File: config.mk
export PLATFORM = sky130hd
export DESIGN_NAME = word_link
export DESIGN_NICKNAME = d
export VERILOG_FILES = /design/src/logic/link_timing_pkg.sv /design/src/logic/word_pkg.sv /design/src/logic/word_fifo.sv /design/src/logic/word_serializer.sv /design/src/logic/byte_receiver.sv /design/src/logic/word_assembler.sv /design/src/logic/word_link.sv
export SDC_FILE = /design/constraint.sdc
export NUM_CORES = 1
export LEC_CHECK = 0
export BUFFER_PORTS_ARGS = -buffer_cell sky130_fd_sc_hd__buf_4
export CORE_AREA = 3 3 166 201
export CTS_CLUSTER_DIAMETER = 40
export DETAILED_ROUTE_END_ITERATION = 16
export DIE_AREA = 0 0 169 204
export GPL_TIMING_DRIVEN = 0
export PLACE_DENSITY = 0.89
export SYNTH_ARGS = -nofsm -noshare
export SYNTH_HDL_FRONTEND = slang
export SYNTH_SLANG_ARGS = --single-unit
File: constraint.sdc
create_clock -name clk -period 7.8 [get_ports clk]
set_input_delay 1.56 -clock clk [delete_from_list [all_inputs] [get_ports clk]]
set_output_delay 1.56 -clock clk [all_outputs]
set_load 0.1 [all_outputs]
File: src/logic/link_timing_pkg.sv
package link_timing_pkg;

    // ==================================================
    // Bit timing and frame layout
    // ==================================================
    localparam int clk_per_bit     = 16;
    localparam int half_bit        = clk_per_bit / 2;  // Receiver checks the start bit here
    localparam int frame_data_bits = 8;
    localparam int bit_ctr_w       = $clog2(clk_per_bit + 1);

    typedef logic [bit_ctr_w-1:0] bit_ctr_t;
    typedef logic [$clog2(frame_data_bits)-1:0] bit_idx_t;

    // ==================================================
    // State machines
    // ==================================================
    typedef enum logic [1:0] {
        tx_idle, tx_start_bit, tx_data_bits, tx_stop_bit
    } tx_state_t;

    typedef enum logic [1:0] {
        rx_idle, rx_start_bit, rx_data_bits, rx_stop_bit
    } rx_state_t;

endpackage

File: src/logic/word_pkg.sv
package word_pkg;

    // A word goes out as one frame per byte, byte 0 first
    localparam int bytes_per_word = 8;
    localparam int byte_w         = 8;
    localparam int word_w         = bytes_per_word * byte_w;

    typedef logic [word_w-1:0] word_t;
    typedef logic [byte_w-1:0] byte_t;
    typedef logic [$clog2(bytes_per_word)-1:0] byte_idx_t;

endpackage

File: src/logic/word_fifo.sv
`timescale 1ns/1ps

module word_fifo #(
    parameter int depth = 4  // Power of two, at least 2
) (
    input  logic            clk,
    input  logic            rst,
    input  word_pkg::word_t in_data,
    input  logic            in_valid,
    output logic            in_ready,
    output word_pkg::word_t out_data,
    output logic            out_valid,
    input  logic            out_ready
);
    import word_pkg::*;

    localparam int ptr_w = $clog2(depth);

    word_t            mem [depth];
    logic [ptr_w-1:0] wr_ptr;
    logic [ptr_w-1:0] rd_ptr;
    logic [ptr_w:0]   count;
    logic             push;
    logic             pop;

    assign in_ready  = (count != (ptr_w + 1)'(depth));
    assign out_valid = (count != '0);
    assign out_data  = mem[rd_ptr];

    assign push = in_valid && in_ready;
    assign pop  = out_valid && out_ready;

    always_ff @(posedge clk) begin
        if (rst) begin
            wr_ptr <= '0;
            rd_ptr <= '0;
            count  <= '0;
        end else begin
            if (push) begin
                wr_ptr <= wr_ptr + 1'b1;  // Wraps on its own since depth is a power of two
            end
            if (pop) begin
                rd_ptr <= rd_ptr + 1'b1;
            end
            case ({push, pop})
                2'b10:   count <= count + 1'b1;
                2'b01:   count <= count - 1'b1;
                default: count <= count;  // Push and pop together leave the count alone
            endcase
        end
    end

    always_ff @(posedge clk) begin
        if (push) begin
            mem[wr_ptr] <= in_data;
        end
    end

endmodule

File: src/logic/word_serializer.sv
`timescale 1ns/1ps

module word_serializer (
    input  logic            clk,
    input  logic            rst,
    input  word_pkg::word_t data,
    input  logic            valid,
    output logic            ready,
    input  logic            hold,
    output logic            tx,
    output logic            busy
);
    import link_timing_pkg::*;
    import word_pkg::*;

    tx_state_t state;
    bit_ctr_t  ctr;
    bit_idx_t  bit_idx;
    byte_idx_t byte_idx;
    word_t     shreg;
    logic      last_byte;
    logic      bit_done;

    assign ready     = (state == tx_idle) && !hold;
    assign last_byte = (byte_idx == byte_idx_t'(bytes_per_word - 1));

    // The last stop bit is one clock short, the idle cycle after it fills the gap
    // so that a queued word starts right on time
    assign bit_done = (state == tx_stop_bit && last_byte) ?
                      (ctr == bit_ctr_t'(clk_per_bit - 2)) :
                      (ctr == bit_ctr_t'(clk_per_bit - 1));

    always_ff @(posedge clk) begin
        if (rst) begin
            state    <= tx_idle;
            tx       <= 1'b1;
            busy     <= 1'b0;
            ctr      <= '0;
            bit_idx  <= '0;
            byte_idx <= '0;
        end else begin
            ctr <= ctr + 1'b1;
            case (state)
                tx_idle: begin
                    ctr      <= '0;
                    bit_idx  <= '0;
                    byte_idx <= '0;
                    busy     <= hold;
                    if (valid && ready) begin
                        state <= tx_start_bit;
                        tx    <= 1'b0;
                        busy  <= 1'b1;
                    end
                end
                tx_start_bit: if (bit_done) begin
                    ctr   <= '0;
                    state <= tx_data_bits;
                    tx    <= shreg[0];
                end
                tx_data_bits: if (bit_done) begin
                    ctr     <= '0;
                    bit_idx <= bit_idx + 1'b1;
                    if (bit_idx == bit_idx_t'(frame_data_bits - 1)) begin
                        state <= tx_stop_bit;
                        tx    <= 1'b1;
                    end else begin
                        tx <= shreg[1];  // Next bit, shreg shifts on this same edge
                    end
                end
                tx_stop_bit: if (bit_done) begin
                    ctr <= '0;
                    if (last_byte) begin
                        state <= tx_idle;
                        busy  <= hold;
                    end else begin
                        state    <= tx_start_bit;
                        tx       <= 1'b0;
                        byte_idx <= byte_idx + 1'b1;
                    end
                end
                default: state <= tx_idle;
            endcase
        end
    end

    always_ff @(posedge clk) begin
        if (valid && ready) begin
            shreg <= data;
        end else if (state == tx_data_bits && bit_done) begin
            shreg <= shreg >> 1;
        end
    end

endmodule

File: src/logic/byte_receiver.sv
`timescale 1ns/1ps

module byte_receiver (
    input  logic            clk,
    input  logic            rst,
    input  logic            rx,
    output word_pkg::byte_t byte_data,
    output logic            byte_valid,
    output logic            frame_error
);
    import link_timing_pkg::*;
    import word_pkg::*;

    rx_state_t state;
    bit_ctr_t  ctr;
    bit_idx_t  bit_idx;
    byte_t     shreg;
    logic      rx_meta;
    logic      rx_sync;
    logic      rx_prev;

    assign byte_data = shreg;

    // ==================================================
    // Input synchronizer and start edge
    // ==================================================
    always_ff @(posedge clk) begin
        if (rst) begin
            rx_meta <= 1'b1;
            rx_sync <= 1'b1;
            rx_prev <= 1'b1;
        end else begin
            rx_meta <= rx;
            rx_sync <= rx_meta;
            rx_prev <= rx_sync;
        end
    end

    // ==================================================
    // Frame FSM
    // ==================================================
    always_ff @(posedge clk) begin
        if (rst) begin
            state       <= rx_idle;
            ctr         <= '0;
            bit_idx     <= '0;
            byte_valid  <= 1'b0;
            frame_error <= 1'b0;
        end else begin
            byte_valid  <= 1'b0;
            frame_error <= 1'b0;
            ctr         <= ctr + 1'b1;
            case (state)
                rx_idle: begin
                    ctr     <= '0;
                    bit_idx <= '0;
                    if (rx_prev && !rx_sync) begin
                        state <= rx_start_bit;
                    end
                end
                rx_start_bit: if (ctr == bit_ctr_t'(half_bit - 1)) begin
                    ctr   <= '0;
                    state <= rx_sync ? rx_idle : rx_data_bits;  // High again means a glitch
                end
                rx_data_bits: if (ctr == bit_ctr_t'(clk_per_bit - 1)) begin
                    ctr     <= '0;
                    bit_idx <= bit_idx + 1'b1;
                    if (bit_idx == bit_idx_t'(frame_data_bits - 1)) begin
                        state <= rx_stop_bit;
                    end
                end
                rx_stop_bit: if (ctr == bit_ctr_t'(clk_per_bit - 1)) begin
                    state       <= rx_idle;
                    byte_valid  <= rx_sync;
                    frame_error <= !rx_sync;
                end
                default: state <= rx_idle;
            endcase
        end
    end

    // LSB arrives first, so bits enter at the top and move down
    always_ff @(posedge clk) begin
        if (state == rx_data_bits && ctr == bit_ctr_t'(clk_per_bit - 1)) begin
            shreg <= {rx_sync, shreg[$bits(byte_t)-1:1]};
        end
    end

endmodule

File: src/logic/word_assembler.sv
`timescale 1ns/1ps

module word_assembler (
    input  logic            clk,
    input  logic            rst,
    input  word_pkg::byte_t byte_data,
    input  logic            byte_valid,
    input  logic            frame_error,
    output word_pkg::word_t data,
    output logic            valid,
    input  logic            ready,
    output logic            overrun
);
    import word_pkg::*;

    byte_idx_t idx;
    word_t     asm_word;
    logic      word_done;
    logic      slot_free;

    assign word_done = byte_valid && (idx == byte_idx_t'(bytes_per_word - 1));
    assign slot_free = !valid || ready;  // Held word leaves on this edge or there is none

    always_ff @(posedge clk) begin
        if (rst) begin
            idx     <= '0;
            valid   <= 1'b0;
            overrun <= 1'b0;
        end else begin
            overrun <= 1'b0;
            if (frame_error) begin
                idx <= '0;  // Partial word is thrown away
            end else if (byte_valid) begin
                idx <= idx + 1'b1;
            end
            if (word_done && slot_free) begin
                valid <= 1'b1;
            end else if (word_done) begin
                overrun <= 1'b1;
            end else if (ready) begin
                valid <= 1'b0;
            end
        end
    end

    always_ff @(posedge clk) begin
        if (byte_valid) begin
            asm_word[idx*$bits(byte_t) +: $bits(byte_t)] <= byte_data;
        end
        if (word_done && slot_free) begin
            data <= {byte_data, asm_word[$bits(word_t)-$bits(byte_t)-1:0]};
        end
    end

endmodule

File: src/logic/word_link.sv
`timescale 1ns/1ps

module word_link (
    input  logic            clk,
    input  logic            rst,
    input  word_pkg::word_t tx_data,
    input  logic            tx_valid,
    output logic            tx_ready,
    input  logic            hold,
    output logic            tx,
    input  logic            rx,
    output word_pkg::word_t rx_data,
    output logic            rx_valid,
    input  logic            rx_ready,
    output logic            tx_busy,
    output logic            frame_error,
    output logic            overrun
);
    import word_pkg::*;

    word_t q_data;
    logic  q_valid;
    logic  q_ready;
    byte_t rx_byte;
    logic  byte_valid;

    // ==================================================
    // Transmit path
    // ==================================================
    word_fifo u_fifo (
        .clk       (clk),
        .rst       (rst),
        .in_data   (tx_data),
        .in_valid  (tx_valid),
        .in_ready  (tx_ready),
        .out_data  (q_data),
        .out_valid (q_valid),
        .out_ready (q_ready)
    );

    word_serializer u_serializer (
        .clk   (clk),
        .rst   (rst),
        .data  (q_data),
        .valid (q_valid),
        .ready (q_ready),
        .hold  (hold),
        .tx    (tx),
        .busy  (tx_busy)
    );

    // ==================================================
    // Receive path
    // ==================================================
    byte_receiver u_receiver (
        .clk         (clk),
        .rst         (rst),
        .rx          (rx),
        .byte_data   (rx_byte),
        .byte_valid  (byte_valid),
        .frame_error (frame_error)
    );

    word_assembler u_assembler (
        .clk         (clk),
        .rst         (rst),
        .byte_data   (rx_byte),
        .byte_valid  (byte_valid),
        .frame_error (frame_error),  // Also goes out on the top port
        .data        (rx_data),
        .valid       (rx_valid),
        .ready       (rx_ready),
        .overrun     (overrun)
    );

endmodule

==> qor.txt <==
initial core utilization: 59.0%
core area: 31400 um2
Slew Viols, Final: 0
pre-CTS worst setup slack: 4250 ps
number of buffers added for setup after CTS: 0
Die Area: 34500 um2
post-layout util: 70.1%
Remaining Overflow, GRT: 0
Lkg Pwr: 7.38 nW
count of final setup violators: 0
final setup margin: 4470 ps
Post-Route WL: 36.1 mm
Synth area leader: edfxtp_1
layout cell share with drive strength beyond 1: 32.5%
fmax: 300 MHz
first-pass GRT wire length: 56.2 mm
clk_skew: 28.0 ps
worst r2r src: u_assembler.idx[0]$_SDFFE_PP0P_
die height: 204 um
PwrDens: 319 nW/um2
grt met2 use: 38.3%
Area contributors post-synth: edfxtp_1, mux4_2, dfxtp_1, mux2_2, and2_1
Slew HR: 41.3%
GR Util met3: 4.74%
DP Cell Count: 1474
Reg-to-Reg End: u_assembler.asm_word[36]$_DFFE_PP_
Synth Area per Inst: 20.0 um2
post-synthesis net count: 1025
Post-synth EDFFs: 448
sequential fraction of the synthesis area: 77.4%
Hold Path Sink: u_receiver.rx_sync$_SDFF_PP1_
critical path capture point type: output port
kind of critical path: reg2out
GRT Resource Usage Total: 21.3%
maximum vdd ir drop: 285 uV
Req. time, crit path: 6240 ps
CTS tree: built
Worst R2R Path Depth: 7
Critical Path Source Type: register
status: completed
hold depth: 1
FP Rows: 71
Top FF cell, synth: edfxtp_1
cells after synthesis: 927
ys async rst share: 0%
Max FO, Critical Path: 6
synth unique cells: 55
most used routing layer: met2
IO Pins: 140
Num CTS Buffers: 49
RSZ-0062 raised after global routing: no
H-tree lvl count: 2
Iter 0 DRT Violations: 844
most common cell in the netlist: edfxtp_1
synthesized flop and latch total: 492
HP Start: u_receiver.rx_meta$_SDFF_PP1_
Slew @ Worst Pin: 878 ps
maximum clock insertion buffer count: 3
nets: 1222
clk slew on worst S/H paths: 60 ps
Post-Layout Cell Count: 1568
Pre-antenna DRT Iters: 5
vias in the first global route: 10082
yosys warns: 0
Final Hold Vio Count: 0
via/cell ratio: 5.87
clock sink count: 492
Worst-Skew Late Latency: 580 ps
area grow syn2layout: 18.7%
Hold Buf Count CTS: 0
largest net degree at the start of global routing: 46
delay-heaviest family, CP: simple AND/OR/NAND/NOR gates
DR DRC count: 0
crit path DAT: 1770 ps
WHS: 406 ps
post-synth top area share: 72.7%
Worst path max stage delay: 480 ps
Min Clock Period, post-route: 3330 ps
PostCTS Resize Cnt: 0
via count: 9205
GPL Wtd Cong: 0.829
met1 Use GR: 24.9%
chip width: 169 um
cell chain of the critical path: or3b_1, buf_4
R2R Setup Slk: 4960 ps
Wirelength per Cell: 23.0 um
ANT nets after route: 0
hpwl dp: 20.9 mm
clock root buffer: clkbuf_16
Tcrit/Tclk final: 42.7%
Buf+Inv Stages, Crit Path: 1
Mapped Area: 18500 um2
CP max stage cell: or3b_1
worst hold path class: reg2reg
Max-Cap Viols: 0
Port Buffers: 139
Synth top cells by count: edfxtp_1, mux2_2, mux4_2, and2_1, dfxtp_1
initial antenna violation count: 2
## stage by stage
| stage | power, mW | cell area [um2] | TNS [ps] |
|---|---|---|---|
| floorplan | 4.27 | 18500 | 0 |
| global placement | 4.53 | 20100 | -99180 |
| detailed placement | 4.59 | 20300 | 0 |
| CTS | 7.07 | 22000 | 0 |
| global route | 7.26 | 22000 | 0 |
| finish | 7.01 | 22000 | 0 |
## per-layer routing
| layer | share of wire, % | routed length [um] |
|---|---|---|
| met1 | 35 | 12700 |
| met2 | 53 | 19300 |
| met3 | 8.0 | 2870 |
| met4 | 3.5 | 1250 |
| met5 | 0 | 0 |
## cell type report
class | count | area, um2
sequential | 492 | 14300
fill | 1740 | 9380
multi-input combinational | 388 | 3950
clock buffer | 61 | 1310
timing repair buffer | 146 | 1210
tap | 401 | 502
clock inverter | 31 | 394
buffer | 29 | 193
inverter | 18 | 67.6
antenna | 2 | 5.00
## flip-flops by register name (all words and copies together), names as in the netlist, 2 cells and up, named ones only
signal,count
u_fifo.wr_ptr,2
u_serializer.shreg,64
u_receiver.byte_data,8
u_fifo.mem,256
u_fifo.count,3
u_assembler.asm_word,56
u_assembler.data,64
u_assembler.idx,3
u_fifo.rd_ptr,2
u_receiver.ctr,5
u_serializer.ctr,5
u_serializer.bit_idx,3
u_serializer.state,2
u_serializer.byte_idx,3
u_receiver.bit_idx,3
## power by group
| part | switching, mW | internal, mW |
|---|---|---|
| sequential | 0.102 | 3.23 |
| combinational | 0.628 | 0.607 |
| clock | 0.999 | 1.45 |
| total | 1.73 | 5.28 |
## cells by family after synthesis
family,after synthesis,synth area share (%)
fa+ha+maj,28,1.93
mux,133,12.0
compound gates,42,1.53
buf+inv,47,1.41
simple gates,174,5.21
xor+xnor,11,0.521
flops,492,77.4
## how the worst max path moves through the flow
stage	startpoint	to	slack (ps)	depth (start not counted)
after floorplan	hold	u_serializer.shreg[0]$_DFFE_PP_	1150	1
after global placement	hold	u_serializer.shreg[23]$_DFFE_PP_	-1560	2
after detailed placement	hold	u_fifo.count[2]$_SDFFE_PP0P_	4250	9
after CTS	u_fifo.count[2]$_SDFFE_PP0P_	tx_ready	4440	2
after global routing	u_fifo.count[2]$_SDFFE_PP0P_	tx_ready	4410	2
final	u_fifo.count[2]$_SDFFE_PP0P_	tx_ready	4470	2
## cells in the final DEF, fill, tap and decap left out, types with 7 or more instances in the layout
cell type,n
and2_1,61
nand2_1,19
clkbuf_16,51
inv_1,22
buf_4,143
buf_6,8
nor2_1,38
nor3_1,10
dfxtp_1,44
a21oi_1,14
mux4_2,64
clkbuf_1,17
edfxtp_1,448
o21ai_0,8
nand2b_1,12
ha_1,27
bufinv_16,7
mux2_2,64
## worst register-to-register path, cell delays in order (launching register included)
cell and delay (ps):
dfxtp_1 400, buf_2 240, inv_1 90, ha_1 200, ha_1 430, nand2b_1 200, nor4_2 540, and2_1 420
(Power assumes the default switching activity.)
